===== src/design/fsb_pkg.sv =====
`default_nettype none

package fsb_pkg;

   // destination id carried in the top bits of every packet
   localparam int fsb_id_width_c = 4;

   // body is what remains after destid and the cmd flag
   localparam int fsb_body_width_c = 27;

   // data view split: tag in the upper bits, payload below
   localparam int fsb_seq_width_c  = 4;
   localparam int fsb_data_width_c = fsb_body_width_c - fsb_seq_width_c;

   // command view: opcode in the upper bits, rest unused
   localparam int fsb_opcode_width_c = 3;

   // switch opcodes
   // codes 0, 5, 6 and 7 are not assigned and get ignored by the gateway
   typedef enum logic [fsb_opcode_width_c-1:0] {
      fsb_op_enable        = 3'd1,
      fsb_op_disable       = 3'd2,
      fsb_op_reset_enable  = 3'd3,
      fsb_op_reset_disable = 3'd4
   } fsb_opcode_e;

   // body as seen by the node
   typedef struct packed {
      logic [fsb_seq_width_c-1:0]  seq;
      logic [fsb_data_width_c-1:0] data;
   } fsb_data_body_s;

   // body as seen by the gateway switch
   typedef struct packed {
      fsb_opcode_e                                    opcode;
      logic [fsb_body_width_c-fsb_opcode_width_c-1:0] unused;
   } fsb_cmd_body_s;

   // same 27 bits, decoded one way or the other depending on cmd
   typedef union packed {
      fsb_data_body_s data_view;
      fsb_cmd_body_s  cmd_view;
   } fsb_body_u;

   // full 32-bit bus packet, destid in the msbs
   typedef struct packed {
      logic [fsb_id_width_c-1:0] destid;
      // set for switch commands
      logic                      cmd;
      fsb_body_u                 body;
   } fsb_pkt_s;

endpackage

`default_nettype wire


===== src/design/node_pkg.sv =====
`default_nettype none

package node_pkg;

   // accumulator widths on the node side
   localparam int node_count_width_c = 16;
   localparam int node_sum_width_c   = 32;
   // matches the tag field of the bus data view
   localparam int node_seq_width_c   = 4;

   // what the accumulating node exposes
   // 52 bits total
   typedef struct packed {
      // number of accepted data packets
      logic [node_count_width_c-1:0] count;
      // running sum of the data fields, wraps
      logic [node_sum_width_c-1:0]   sum;
      // tag of the most recent accepted packet
      logic [node_seq_width_c-1:0]   last_seq;
   } node_status_s;

endpackage

`default_nettype wire


===== src/design/fsb_packet_source.sv =====
`default_nettype none

module fsb_packet_source
   (
      input  logic                                 clk_i,
      input  logic                                 reset_i,
      // request side, one-cycle strobe
      input  logic                                 send_i,
      input  logic [fsb_pkg::fsb_id_width_c-1:0]   dest_i,
      input  logic                                 cmd_i,
      input  fsb_pkg::fsb_body_u                   payload_i,
      // bus side
      output logic                                 v_o,
      output fsb_pkg::fsb_pkt_s                    pkt_o,
      input  logic                                 ready_i,
      output logic                                 ready_o
   );

   // one-entry holding register
   logic                                v_r;
   fsb_pkg::fsb_pkt_s                   pkt_r;
   fsb_pkg::fsb_pkt_s                   pkt_n;
   // running tag for data packets
   logic [fsb_pkg::fsb_seq_width_c-1:0] seq_r;
   logic                                accept;

   // free slot, or the held packet leaves this cycle
   assign ready_o = ~v_r | ready_i;
   assign accept  = send_i & ready_o;

   // assemble the outgoing word
   always_comb
   begin
      pkt_n.destid = dest_i;
      pkt_n.cmd    = cmd_i;
      pkt_n.body   = payload_i;
      // data packets get the tag stamped over the seq field
      // command bodies go out untouched
      if (!cmd_i)
      begin
         pkt_n.body.data_view.seq = seq_r;
      end
   end

   // valid and tag counter
   always_ff @(posedge clk_i)
   begin
      if (reset_i)
      begin
         v_r   <= 1'b0;
         seq_r <= '0;
      end
      else
      begin
         if (accept)
            v_r <= 1'b1;
         else if (ready_i)
            v_r <= 1'b0;
         // tag moves only on data, wraps at 16
         if (accept && !cmd_i)
            seq_r <= seq_r + 1'b1;
      end
   end

   // payload register, loaded on accept only
   always_ff @(posedge clk_i)
   begin
      if (accept)
         pkt_r <= pkt_n;
   end

   assign v_o   = v_r;
   assign pkt_o = pkt_r;

endmodule

`default_nettype wire


===== src/design/fsb_fifo.sv =====
`default_nettype none

module fsb_fifo
   #(
      parameter int depth_p = 4
   )
   (
      input  logic              clk_i,
      input  logic              reset_i,
      // write side
      input  logic              v_i,
      input  fsb_pkg::fsb_pkt_s data_i,
      output logic              ready_o,
      // read side
      output logic              v_o,
      output fsb_pkg::fsb_pkt_s data_o,
      // pop, only raised while v_o is high
      input  logic              yumi_i
   );

   // pointer needs at least one bit even for a single entry
   localparam int ptr_width_lp   = (depth_p > 1) ? $clog2(depth_p) : 1;
   localparam int count_width_lp = $clog2(depth_p + 1);

   // storage, no reset on the entries
   fsb_pkg::fsb_pkt_s mem_r [depth_p];

   logic [ptr_width_lp-1:0]   wr_ptr_r;
   logic [ptr_width_lp-1:0]   rd_ptr_r;
   logic [count_width_lp-1:0] count_r;
   logic                      push;
   logic                      pop;

   // full blocks the writer
   assign ready_o = (count_r != count_width_lp'(depth_p));
   assign v_o     = (count_r != '0);
   assign push    = v_i & ready_o;
   assign pop     = yumi_i;

   // head entry straight out of the array
   assign data_o = mem_r[rd_ptr_r];

   // write entry on push
   always_ff @(posedge clk_i)
   begin
      if (push)
         mem_r[wr_ptr_r] <= data_i;
   end

   // pointers and occupancy
   always_ff @(posedge clk_i)
   begin
      if (reset_i)
      begin
         wr_ptr_r <= '0;
         rd_ptr_r <= '0;
         count_r  <= '0;
      end
      else
      begin
         // wrap at depth, depth need not be a power of two
         if (push)
         begin
            if (wr_ptr_r == ptr_width_lp'(depth_p - 1))
               wr_ptr_r <= '0;
            else
               wr_ptr_r <= wr_ptr_r + 1'b1;
         end
         if (pop)
         begin
            if (rd_ptr_r == ptr_width_lp'(depth_p - 1))
               rd_ptr_r <= '0;
            else
               rd_ptr_r <= rd_ptr_r + 1'b1;
         end
         // simultaneous push and pop leaves the count alone
         if (push && !pop)
            count_r <= count_r + 1'b1;
         else if (pop && !push)
            count_r <= count_r - 1'b1;
      end
   end

endmodule

`default_nettype wire


===== src/design/fsb_node_gateway.sv =====
`default_nettype none

module fsb_node_gateway
   #(
      // id this node answers to
      parameter int id_p               = 0,
      // node comes up enabled and its reset follows reset_i,
      // switch reset commands are then ignored
      parameter bit enabled_at_start_p = 1'b0
   )
   (
      input  logic              clk_i,
      input  logic              reset_i,
      // from the fifo
      input  logic              v_i,
      input  fsb_pkg::fsb_pkt_s data_i,
      // looks at v_i, so there is a v_i to ready_o path
      output logic              ready_o,
      // to the node, payload is data_i itself
      output logic              v_o,
      input  logic              ready_i,
      // switch state
      output logic              node_en_r_o,
      output logic              node_reset_r_o
   );

   logic node_en_r;
   logic node_en_n;
   logic node_reset_r;
   logic node_reset_n;
   logic id_match;
   logic for_this_node;
   logic for_switch;

   // classify the head packet
   assign id_match      = (data_i.destid == fsb_pkg::fsb_id_width_c'(id_p));
   assign for_this_node = v_i & id_match;
   // command addressed to us goes to the switch, never to the node
   assign for_switch    = for_this_node & data_i.cmd;

   // only node data, and only while awake
   assign v_o = node_en_r & for_this_node & ~for_switch;

   // sink the packet when
   // node asleep, node ready, switch command, or not ours
   // v_i guard keeps ready from floating ahead of valid
   assign ready_o = v_i
                    & (~node_en_r
                       | ready_i
                       | for_switch
                       | ~for_this_node);

   // switch command decode
   // opcode read through the command view of the body
   always_comb
   begin
      node_en_n    = node_en_r;
      node_reset_n = node_reset_r;
      // commands take effect on the transfer edge only
      if (for_switch && ready_o)
      begin
         case (data_i.body.cmd_view.opcode)
            fsb_pkg::fsb_op_enable:
               node_en_n = 1'b1;
            fsb_pkg::fsb_op_disable:
               node_en_n = 1'b0;
            fsb_pkg::fsb_op_reset_enable:
               node_reset_n = 1'b1;
            fsb_pkg::fsb_op_reset_disable:
               node_reset_n = 1'b0;
            default:
            begin
               // unassigned codes leave the switch alone
               node_en_n    = node_en_r;
               node_reset_n = node_reset_r;
            end
         endcase
      end
   end

   // enable starts low unless the node is enabled at start
   always_ff @(posedge clk_i)
   begin
      if (reset_i)
         node_en_r <= enabled_at_start_p;
      else
         node_en_r <= node_en_n;
   end

   // node reset held high out of reset so the node clears itself
   // with enabled_at_start_p it simply tracks reset_i
   always_ff @(posedge clk_i)
   begin
      if (reset_i)
         node_reset_r <= 1'b1;
      else if (enabled_at_start_p)
         node_reset_r <= 1'b0;
      else
         node_reset_r <= node_reset_n;
   end

   assign node_en_r_o    = node_en_r;
   assign node_reset_r_o = node_reset_r;

endmodule

`default_nettype wire


===== src/design/fsb_accum_node.sv =====
`default_nettype none

module fsb_accum_node
   (
      input  logic                   clk_i,
      // node-level reset from the gateway switch
      input  logic                   node_reset_i,
      input  logic                   node_en_i,
      // data packets from the gateway
      input  logic                   v_i,
      input  fsb_pkg::fsb_pkt_s      data_i,
      // back-pressure from outside
      input  logic                   stall_i,
      output logic                   ready_o,
      output node_pkg::node_status_s status_o
   );

   node_pkg::node_status_s status_r;
   logic                   xfer;
   // data field widened to the sum width
   logic [node_pkg::node_sum_width_c-1:0] data_ext;
   // tag of the incoming packet
   logic [node_pkg::node_seq_width_c-1:0] seq_in;

   // not ready while stalled or held in reset
   assign ready_o = ~stall_i & ~node_reset_i;

   // the gateway only raises v_i when enabled,
   // node_en_i keeps a sleeping node from counting anyway
   assign xfer = v_i & ready_o & node_en_i;

   // read the body through its data view
   assign data_ext = node_pkg::node_sum_width_c'(data_i.body.data_view.data);
   assign seq_in   = data_i.body.data_view.seq;

   // accumulate on each transfer
   always_ff @(posedge clk_i)
   begin
      if (node_reset_i)
      begin
         status_r <= '0;
      end
      else if (xfer)
      begin
         // count and sum both wrap
         status_r.count    <= status_r.count + 1'b1;
         status_r.sum      <= status_r.sum + data_ext;
         status_r.last_seq <= seq_in;
      end
   end

   assign status_o = status_r;

endmodule

`default_nettype wire


===== src/design/fsb_subsystem.sv =====
`default_nettype none

module fsb_subsystem
   #(
      parameter int id_p               = 5,
      parameter bit enabled_at_start_p = 1'b0,
      parameter int depth_p            = 4
   )
   (
      input  logic                               clk_i,
      input  logic                               reset_i,
      // request port
      input  logic                               send_i,
      input  logic [fsb_pkg::fsb_id_width_c-1:0] dest_i,
      input  logic                               cmd_i,
      input  fsb_pkg::fsb_body_u                 payload_i,
      // node back-pressure
      input  logic                               stall_i,
      output logic                               src_ready_o,
      output node_pkg::node_status_s             node_status_o,
      output logic                               node_en_o,
      output logic                               node_reset_o
   );

   // source to fifo
   logic              src_v;
   fsb_pkg::fsb_pkt_s src_pkt;
   logic              fifo_ready;
   // fifo to gateway
   logic              fifo_v;
   fsb_pkg::fsb_pkt_s fifo_pkt;
   logic              gw_yumi;
   // gateway to node
   logic              gw_v;
   logic              node_ready;
   logic              node_en;
   logic              node_reset;

   // packet source
   fsb_packet_source source
      (
         .clk_i     (clk_i),
         .reset_i   (reset_i),
         .send_i    (send_i),
         .dest_i    (dest_i),
         .cmd_i     (cmd_i),
         .payload_i (payload_i),
         .v_o       (src_v),
         .pkt_o     (src_pkt),
         .ready_i   (fifo_ready),
         .ready_o   (src_ready_o)
      );

   // buffering between source and gateway
   fsb_fifo #(.depth_p(depth_p)) fifo
      (
         .clk_i   (clk_i),
         .reset_i (reset_i),
         .v_i     (src_v),
         .data_i  (src_pkt),
         .ready_o (fifo_ready),
         .v_o     (fifo_v),
         .data_o  (fifo_pkt),
         .yumi_i  (gw_yumi)
      );

   // gateway ready already includes fifo_v, so it works as yumi
   fsb_node_gateway
      #(
         .id_p               (id_p),
         .enabled_at_start_p (enabled_at_start_p)
      )
      gateway
      (
         .clk_i          (clk_i),
         .reset_i        (reset_i),
         .v_i            (fifo_v),
         .data_i         (fifo_pkt),
         .ready_o        (gw_yumi),
         .v_o            (gw_v),
         .ready_i        (node_ready),
         .node_en_r_o    (node_en),
         .node_reset_r_o (node_reset)
      );

   // consumer, sees the fifo head word directly
   fsb_accum_node node
      (
         .clk_i        (clk_i),
         .node_reset_i (node_reset),
         .node_en_i    (node_en),
         .v_i          (gw_v),
         .data_i       (fifo_pkt),
         .stall_i      (stall_i),
         .ready_o      (node_ready),
         .status_o     (node_status_o)
      );

   assign node_en_o    = node_en;
   assign node_reset_o = node_reset;

endmodule

`default_nettype wire


===== config.mk =====
export PLATFORM = sky130hd
export DESIGN_NAME = fsb_subsystem
export DESIGN_NICKNAME = d
export VERILOG_FILES = /design/src/design/fsb_pkg.sv /design/src/design/node_pkg.sv /design/src/design/fsb_packet_source.sv /design/src/design/fsb_fifo.sv /design/src/design/fsb_node_gateway.sv /design/src/design/fsb_accum_node.sv /design/src/design/fsb_subsystem.sv
export SDC_FILE = /design/constraint.sdc
export NUM_CORES = 1
export LEC_CHECK = 0
export CAP_MARGIN = 15
export CORE_MARGIN = 10
export CORE_UTILIZATION = 30
export CTS_CLUSTER_DIAMETER = 100
export DETAILED_ROUTE_END_ITERATION = 10
export DONT_BUFFER_PORTS = 1
export GPL_TIMING_DRIVEN = 0
export PLACE_DENSITY = 0.54
export SETUP_SLACK_MARGIN = 0.1
export SLEW_MARGIN = 5
export SYNTH_ARGS = -nofsm -noshare
export SYNTH_HDL_FRONTEND = slang
export SYNTH_HIERARCHICAL = 1
export SYNTH_SLANG_ARGS = --single-unit

===== constraint.sdc =====
create_clock -name clk_i -period 3.8 [get_ports clk_i]
set_clock_uncertainty 0.1 [all_clocks]
set_input_delay 0.38 -clock clk_i [delete_from_list [all_inputs] [get_ports clk_i]]
set_output_delay 0.38 -clock clk_i [all_outputs]
set_load 0.005 [all_outputs]

After elaboration in Yosys (flattened, before gate mapping)
Memories as Yosys holds them, arrays and structs flattened. A register that Yosys moved wholly into a read port is not among the register bits.
Index checks and enable logic that the tools add are counted.
{ "totals": {"output_inout_bits": 55, "inputBits": 36, "mem_count": 1, "ff_bits": 98, "ramBits": 128, "elab_cells": 76} }
{ "mem_list": {"columns": ["name", "words", "word_bits", "read_ports", "rd_clocked_by_memory_dff", "write_ports", "line", "source"], "rows": [
  ["fifo.mem_r", 4, 32, 1, 1, 1, "fsb_fifo.sv:26", "fsb_pkg::fsb_pkt_s mem_r [depth_p];"]
]} }
{ "op_classes": {"n_bitwise": 20, "n_addsub": 7, "mux": 13, "reduce_logical": 14, "n_eq_ne": 8} }
{ "ops": {"columns": ["cell", "n"], "rows": [
  ["adder 32 x 23 -> 32 bit", 1],
  ["adder 16 x 1 -> 16 bit (second input constant)", 1],
  ["AND 1 bit", 10],
  ["two-way mux 2 bit", 4],
  ["nonzero test 2 bit", 4],
  ["equality test 3 x 2 -> 1 bit (second input constant)", 2],
  ["two-way mux 3 bit", 2],
  ["NOT 1 bit", 6],
  ["adder 2 x 1 -> 2 bit (second input constant)", 2],
  ["adder 4 x 1 -> 4 bit (second input constant)", 1],
  ["equality test 2 bit (second input constant)", 2],
  ["equality test 4 x 3 -> 1 bit (second input constant)", 1],
  ["logical AND 1 bit", 4],
  ["two-way mux 1 bit", 4],
  ["two-way mux 4 bit", 1],
  ["bitwise OR 1 bit", 4],
  ["case mux 1 bit (2 select lines)", 2],
  ["AND reduction 2 bit", 2],
  ["adder 3 x 1 -> 3 bit (second input constant)", 1],
  ["equality test 3 x 1 -> 1 bit (second input constant)", 1],
  ["equality test 3 bit (second input constant)", 1],
  ["logical NOT 1 bit", 3],
  ["inequality test 3 bit (second input constant)", 1],
  ["nonzero test 3 bit", 1],
  ["subtractor 3 x 1 -> 3 bit (second input constant)", 1]
]} }

Depth between registers and ports, before layout
Gate-level depths: netlist of run 1.
{ "logic_depth": {"ltp_word": 9, "mapped_depth": 13, "mapped_depth_nobuf": 11} }

Hierarchy
Netlist of run 1, hierarchy kept.
{ "by_module_without_submodules": {"columns": ["mod", "n_inst", "area_each_um2", "seq_area_each_um2", "cells_each"], "rows": [
  ["fsb_fifo", 1, 5091.1, 4023.9, 215],
  ["fsb_accum_node", 1, 3492.1, 1041.0, 448],
  ["fsb_packet_source", 1, 1251.2, 1061.0, 64],
  ["fsb_node_gateway", 1, 170.2, 40.0, 20]
]} }

Worst setup path after synthesis of run 1
OpenSTA, ideal clock, no wires.
{ "synth_path": {"path_kind": "register to register", "start": "register with a tool-made name", "end": "register node.status_r, in the netlist node/status_o[34]", "period_less_slack_ns": 3.375, "path_slack_ns": 0.425, "setup_ns": 0.123, "path_stages_with_launch": 12, "arrival_time_ns": 3.152, "cell_sequence": "dfxtp_1 -> buf_2 -> buf_4 -> mux4_2 -> ha_1 -> fa_1 -> a21o_1 -> a311o_1 -> nand4_1 -> a21oi_1 -> o311a_1 -> mux2_1"} }
{ "synth_rtl": {"columns": ["element", "line", "source"], "rows": [
  ["end: declaration", "fsb_accum_node.sv:18", "node_pkg::node_status_s status_r;"]
]} }

==> summary.md, run 1 <==
| Metric | Value |
|---|---|
| Via density | `slightly below 5` |
| EDFF count, synth | `160` |
| Largest cells by area after synthesis | `edfxtp_1 (48%), dfxtp_1 (14%), mux4_2 (7.2%), ha_1 (3.9%), nand2_1 (2.1%)` |
| Critical-path cell list | `buf_4 -> buf_12 -> mux4_2 -> ha_1 -> fa_2 -> a21o_1 -> a311o_1 -> nand4_1 -> a21oi_2 -> o311a_1 -> mux2_1` |
| Placed instance area | `10,560 sq um` |
| Initial Util | `0.3059` |
| Final worst path period share | `0.9340` |
| WS Path Type | `reg -> reg` |
| CP Max Fanout | `10` |
| Final ANT Viol Nets | `0` |
| Combinational Power Share | `0.221` |
| Ports | `91` |
| Skew-Pair Late Insertion Delay | `0.52 ns` |
| DR vias | `6,330` |
| Final min period | `around 3.5 ns` |
| Area growth syn-to-layout | `18.65%` |
| WP data arrival | `between 3 and 4 ns` |
| Cell Int Power | `around 4.8 mW` |
| FFs w/ async S/R, synth | `0` |
| Finished Core Util | `0.3630` |
| Total power | `between 6 and 7 mW` |
| Layout Nets | `891` |
| Share of layout cells above drive strength 1 | `0.1603` |
| Sequential Power Share | `0.433` |
| Synth Instances | `747` |
| Worst path slowest cell | `mux4_2` |
| Startpoint Class | `register` |
| Cell family with most CP delay | `compound AO/OA/AOI/OAI gates` |
| CTS sink count | `228` |
| Register area share after synthesis | `0.6163` |
| Number of I/O port buffers | `0` |
| Largest net degree at the start of global routing | `34` |
| Total global-route track usage | `0.1141` |
| Register bit total from synthesis | `~230` |
| Pwr/cell area | `563.0 nW/um^2` |
| Die W | `202.6 um` |
| Yosys cell types | `79` |
| Hold Path Class | `in -> reg` |
| Fmax | `281.8 MHz` |
| Flop2flop setup slack | `0.25 ns` |
| TritonCTS buffer count | `26` |
| Synthesized area | `10,000 sq um` |
| Layout Cell Area excl Fill | `11,870 sq um` |
| Unrepaired setup endpoints after global routing | `yes` |
| Post-synthesis net count | `816` |
| Final HPWL DP | `16.96 mm` |
| Synth Warn # | `6` |
| Drt initial violations | `about 410` |
| CTS tree | `built` |
| Ys flop type | `edfxtp_1` |
| WL final | `between 20 and 25 mm` |
| Fin. Hold Viols | `0` |
| CORE AREA | `32,700 sq um` |
| Overflow after GRT | `0` |
| Status | `completed` |
| Worst-path clk slew | `0.06 ns` |
| Worst slack, placed | `-0.2854 ns` |
| Post-route setup slack | `approximately 0.25 ns` |
| Die Ht | `202.6 um` |
| Worst stage delay on the critical path | `0.54 ns` |
| Final Setup Violations | `0` |
| Wire per inst | `around 19 um` |
| Routability cong. | `0.8374` |
| Std cell rows | `66` |
| # H-tree levels | `1` |
| First-pass GRT wire length | `between 30 and 40 mm` |
| Rel. slew slack | `0.4047` |
| Worst ir drop on vdd | `around 0.32 mV` |
| Slew of the pin with the lowest slew margin | `~0.89 ns` |
| Vias in the first global route | `6,206` |
| TritonRoute pass-1 iters | `4` |
| Max Buffers Root-to-Sink | `3` |
| Worst path required time | `4.10 ns` |
| Net Sw Power | `between 1.5 and 2 mW` |
| Clock Power Share | `0.346` |
| Crit end category | `register` |
| Switching Share | `0.2791` |
| Max-cap violation count | `0` |
| Synth top area share | `0.4802` |
| Drt drc | `0` |
| CTS root buffer | `clkbuf_16` |
| Area leader, netlist | `edfxtp_1` |
| Most frequent cells after synthesis | `edfxtp_1 (160), dfxtp_1 (68), nand2_1 (57), nor2_1 (42)` |
| Initial antenna violation count | `0` |
| Die ar. | `41,050 sq um` |
| ANT cells | `0` |
| Buf+Inv Stages, Crit Path | `2` |
| Max Slew Vio Count | `0` |
| Top-count cell post-synth | `edfxtp_1` |
| Mean post-synth cell area | `about 13 sq um` |
| Leak Pwr | `4.009 nW` |
## registers in the layout (all words and copies together) (netlist names), named ones only
signal,flops
source/seq_r,4
fifo/count_r,3
gateway/node_reset_r_o,1
fifo/rd_ptr_r,2
source/pkt_o,32
fifo/mem_r,128
fifo/wr_ptr_r,2
source/v_o,1
gateway/node_en_r_o,1
node/status_o,52
## metrics by stage
stage / instances / hold WS (ns) / setup TNS, ns
after floorplan: 747 / 0.3489 / 0
after global placement: 1189 / 0.3526 / -4.996
after detailed placement: 1189 / 0.3533 / -5.236
after CTS: 1265 / 0.002252 / 0
after global routing: 1278 / 0.01033 / 0
final: 1278 / 0.03315 / 0
## cell type report
class / instances / area (sq um)
Fill cell: 3197 / 20830
Sequential cell: 228 / 6166
Multi-Input combinational cell: 472 / 3701
Clock buffer: 31 / 690.7
Tap cell: 442 / 553.0
Timing Repair Buffer: 47 / 440.4
Buffer: 29 / 161.4
Clock inverter: 11 / 90.09
Inverter: 18 / 67.56
## final timing paths
| path | cells past startpoint | endpoint | start |
|---|---|---|---|
| max | 11 | node/status_o[34]$_SDFFE_PP0P_ | register |
| min | 2 | source/seq_r[3]$_SDFFE_PP0P_ | reset_i |
| max reg2reg | 11 | node/status_o[34]$_SDFFE_PP0P_ | register |
| min reg2reg | 2 | node/status_o[3]$_SDFFE_PP0P_ | node/status_o[3]$_SDFFE_PP0P_ |
## logic make-up (layout without fill, tap and decap cells)
group | count (synthesis) | in the layout | share of synthesized area
DFF | 228 | 228 | 0.6163
buffers and inverters | 47 | 136 | 0.01976
AOI/OAI and AO/OA | 144 | 144 | 0.09618
muxes | 42 | 42 | 0.08254
and+or+nand+nor | 228 | 228 | 0.1206
xor gates and xnor gates | 25 | 25 | 0.02189
adders and majority gates | 33 | 33 | 0.04277
## power groups by stage
stage,Clock [mW],Sequential [mW],Combinational (mW)
6_report,2.31,2.89,1.48
4_1_cts,2.39,2.89,1.43
2_1_floorplan,0,2.92,1.05
3_5_place_dp,0,2.95,1.37
5_1_grt,2.49,2.91,1.63
3_3_place_gp,0,2.94,1.36
## cells in the final DEF, fill, tap and decap left out, types with 4 or more instances in the layout
cell type      instances
a211o_1                6
a21oi_1               37
a21oi_2                4
a31o_2                 4
and2_1                 4
and3_1                 6
and3_2                 4
buf_2                  6
buf_4                 13
clkbuf_1              17
clkbuf_16             27
clkinv_1               5
dfxtp_1               68
dlygate4sd3_1         35
edfxtp_1             160
ha_1                  30
inv_1                 17
mux2i_1                6
mux4_2                32
nand2_1               57
nand3_1               39
nand4_1               12
nor2_1                41
nor3_1                12
o211ai_1               5
o21a_1                 8
o21ai_0               40
o31ai_1                5
or3_1                  9
or4_1                  6
xnor2_1                7
xor2_1                18
## worst register-to-register path: stages, from the launching register on
cell     delay, ns
dfxtp_1       0.31
buf_4         0.17
buf_12        0.15
mux4_2        0.55
ha_1          0.26
fa_2          0.36
a21o_1        0.23
a311o_1       0.38
nand4_1       0.14
a21oi_2       0.09
o311a_1       0.37
mux2_1        0.33
## metal layers
metal  share of wire  global-route usage  up-vias
li1                -                   -     3048
met1            0.44              0.1471     3120
met2            0.48              0.1874      136
met3           0.061             0.02738       26
met4           0.018             0.03118        0
met5               0                   0        -
## timing repair
| item | in CTS | in global routing |
|---|---|---|
| hold buffers | 34 | 1 |
| resized for setup | 14 | 16 |
| endpoints found under the hold margin | 39 | 1 |
| pin swaps | 1 | 4 |
| setup endpoints to repair | 45 | 26 |
| buffers inserted | 0 | 12 |
| gates cloned | 0 | 0 |
Power figures use the tool's default switching activity.
==> inputs of run 2 (changes only) <==
ABC_AREA = 1   (was default)
==> summary.md, run 2 <==
| Metric | Value |
|---|---|
| Largest cells by area after synthesis | `edfxtp_1 (45%), dfxtp_1 (13%), nand2_1 (9.3%), nor2_1 (4.7%), inv_1 (4.7%)` |
| Fin. Hold Viols | `0` |
| Max-cap violation count | `0` |
| Ports | `91` |
| Most frequent cells after synthesis | `nand2_1 (265), edfxtp_1 (160), nor2_1 (135), inv_1 (134), o21ai_0 (69)` |
| Mean post-synth cell area | `9.271 sq um` |
| Rel. slew slack | `0.5323` |
| Pwr/cell area | `609.7 nW/um^2` |
| Yosys cell types | `42` |
| CORE AREA | `35,310 sq um` |
| Final min period | `3.186 ns` |
| Synth Warn # | `6` |
| Max Slew Vio Count | `0` |
| TritonRoute pass-1 iters | `4` |
| Finished Core Util | `0.3577` |
| Buf+Inv Stages, Crit Path | `5` |
| Max reg flops | `128` |
| Area leader, netlist | `edfxtp_1` |
| Final worst path period share | `0.8385` |
| Top reg by flops | `fifo/mem_r` |
| TritonCTS buffer count | `26` |
| Final Setup Violations | `0` |
| Share of layout cells above drive strength 1 | `0.07903` |
| Worst ir drop on vdd | `0.3961 mV` |
| Register area share after synthesis | `0.5773` |
| Slew of the pin with the lowest slew margin | `0.7015 ns` |
| Total global-route track usage | `0.1265` |
| DR vias | `7,891` |
| Hold Path Class | `in -> reg` |
| CP Max Fanout | `10` |
| Routability cong. | `0.8781` |
| # H-tree levels | `1` |
| Worst stage delay on the critical path | `0.50 ns` |
| Top-count cell post-synth | `nand2_1` |
| Commonest non-fill, non-tap cell in the layout | `nand2_1` |
| EDFF count, synth | `160` |
| Status | `completed` |
| Total power | `7.701 mW` |
| Wire per inst | `~17 um` |
| Die ar. | `43,550 sq um` |
| Worst path required time | `approximately 4.2 ns` |
| WS Path Type | `reg -> reg` |
| Drt initial violations | `around 400` |
| Drt drc | `0` |
| Number of I/O port buffers | `0` |
| Worst-path clk slew | `0.06 ns` |
| ANT cells | `0` |
| Final HPWL DP | `20.74 mm` |
| Unrepaired setup endpoints after global routing | `no` |
| Largest net degree at the start of global routing | `27` |
| Area growth syn-to-layout | `18.26%` |
| Worst path slowest cell | `buf_1` |
| Die W | `about 210 um` |
| Worst hold margin | `0.06611 ns` |
| Final ANT Viol Nets | `0` |
| Ys flop type | `edfxtp_1` |
| Synth top area share | `0.4499` |
| Cell family with most CP delay | `buffers and inverters` |
| Layout Nets | `1,290` |
| Initial antenna violation count | `0` |
| WL final | `28.36 mm` |
| Overflow after GRT | `0` |
| Skew-Pair Late Insertion Delay | `between 0.5 and 0.6 ns` |
| Fmax | `313.8 MHz` |
| Critical-path cell list | `clkbuf_1 -> o21ai_0 -> o22ai_1 -> inv_2 -> nor3_2 -> nor2_2 -> nand2_1 -> nor3_4 -> inv_2 -> buf_2 -> buf_1 -> nand3_1 -> o21ai_0` |
| Startpoint Class | `register` |
| CTS tree | `built` |
| Initial Util | `0.3025` |
| Synth Instances | `between 1,000 and 1,500` |
| Commonest cells after routing, fill and taps aside | `nand2_1 (265), edfxtp_1 (160), inv_1 (134)` |
| Resized cells post-CTS | `0` |
| Std cell rows | `69` |
| First-pass GRT wire length | `44.27 mm` |
| CTS sink count | `roughly 230` |
| Max Buffers Root-to-Sink | `3` |
| Via density | `4.639` |
| Die Ht | `208.7 um` |
| Vias in the first global route | `7,824` |
| Synthesized area | `~11,000 sq um` |
| Crit end category | `register` |
| Register bit total from synthesis | `roughly 230` |
| CTS root buffer | `clkbuf_16` |
| FFs w/ async S/R, synth | `0` |
| Post-synthesis net count | `between 1,000 and 1,500` |
| WP data arrival | `3.55 ns` |
| Leak Pwr | `roughly 5.0 nW` |
-- run 2: cell types whose count changed after synthesis, sizes merged, moves of 7 or more --
cell | before | now
or3 | 11 | 0
and3 | 10 | 0
xor2 | 18 | 0
inv | 17 | 140
o22ai | 0 | 32
clkbuf | 17 | 5
o21ai | 43 | 101
nand3 | 39 | 71
mux4 | 32 | 0
buf | 12 | 28
o31ai | 7 | 0
nand2 | 57 | 267
a21oi | 41 | 54
nor2 | 42 | 141
-- run 2: what timing repair did --
action,4_1_cts,5_1_grt
buffers inserted,0,0
hold buffers,36,0
endpoints found under the hold margin,48,0
endpoints found under the setup margin,0,0
-- run 2: kinds of logic (layout without fill, tap and decap cells) --
kind of cell             Yosys count  count (layout)  share of synthesized area
buffers and inverters            173             261                    0.07170
flip-flops                       228             228                     0.5773
XOR/XNOR                           9               9                   0.007381
AND/OR/NAND/NOR                  515             515                     0.2058
AO/OA/AOI/OAI                    194             194                    0.09770
adder cells (fa/ha/maj)           33              33                    0.04007
-- run 2: through the flow --
stage,instances,TNS [ns],instance area (sq um),worst slack (ns)
final,1701,0,12630,0.6137
after global routing,1701,0,12630,0.2375
after CTS,1701,0,12630,0.5452
after detailed placement,1618,0,11400,0.5670
after global placement,1613,-2.051,11260,-0.04854
after floorplan,1152,0,10680,1.197
-- run 2: worst reg2reg max path: stages, from the launching register on --
cell	delay, ns
dfxtp_1	0.34
clkbuf_1	0.40
o21ai_0	0.17
o22ai_1	0.41
inv_2	0.06
nor3_2	0.24
nor2_2	0.07
nand2_1	0.12
nor3_4	0.06
inv_2	0.12
buf_2	0.27
buf_1	0.50
nand3_1	0.13
o21ai_0	0.11
-- run 2: cell type report --
class	count	area, sq um
fillers	3538	22680
flip-flops and latches	228	6166
multi-input cells	751	3779
clock buffers	33	686.9
well taps	461	576.8
inverters	140	535.5
repair buffers	41	475.5
plain buffers	33	230.2
clock inverters	14	181.4
-- run 2: power breakdown --
group          switching [mW]  internal [mW]  leakage [nW]
Combinational            1.52          0.755          2.52
Sequential             0.0834           2.82          2.03
Clock                    1.03           1.49         0.414
Total                    2.63           5.07          4.96
-- run 2: path summary, 6_finish.rpt --
check | from | end | slack, ns | cells past startpoint
worst min register to register | source/pkt_o[14]$_DFFE_PP_ | fifo/mem_r[0][14]$_DFFE_PP_ | 0.40 | 0
worst max register to register | register | node/status_o[15]$_SDFFE_PP0P_ | 0.61 | 13
worst max-delay path | register | node/status_o[15]$_SDFFE_PP0P_ | 0.61 | 13
worst min-delay path | send_i | source/seq_r[2]$_SDFFE_PP0P_ | 0.07 | 4
-- run 2: layer usage --
metal	share of wire	global-route usage	routed length (um)
met3	0.049	0.02565	1400
met5	0	0	0
met4	0.028	0.03721	783
met1	0.45	0.1605	12710
met2	0.48	0.2123	13470
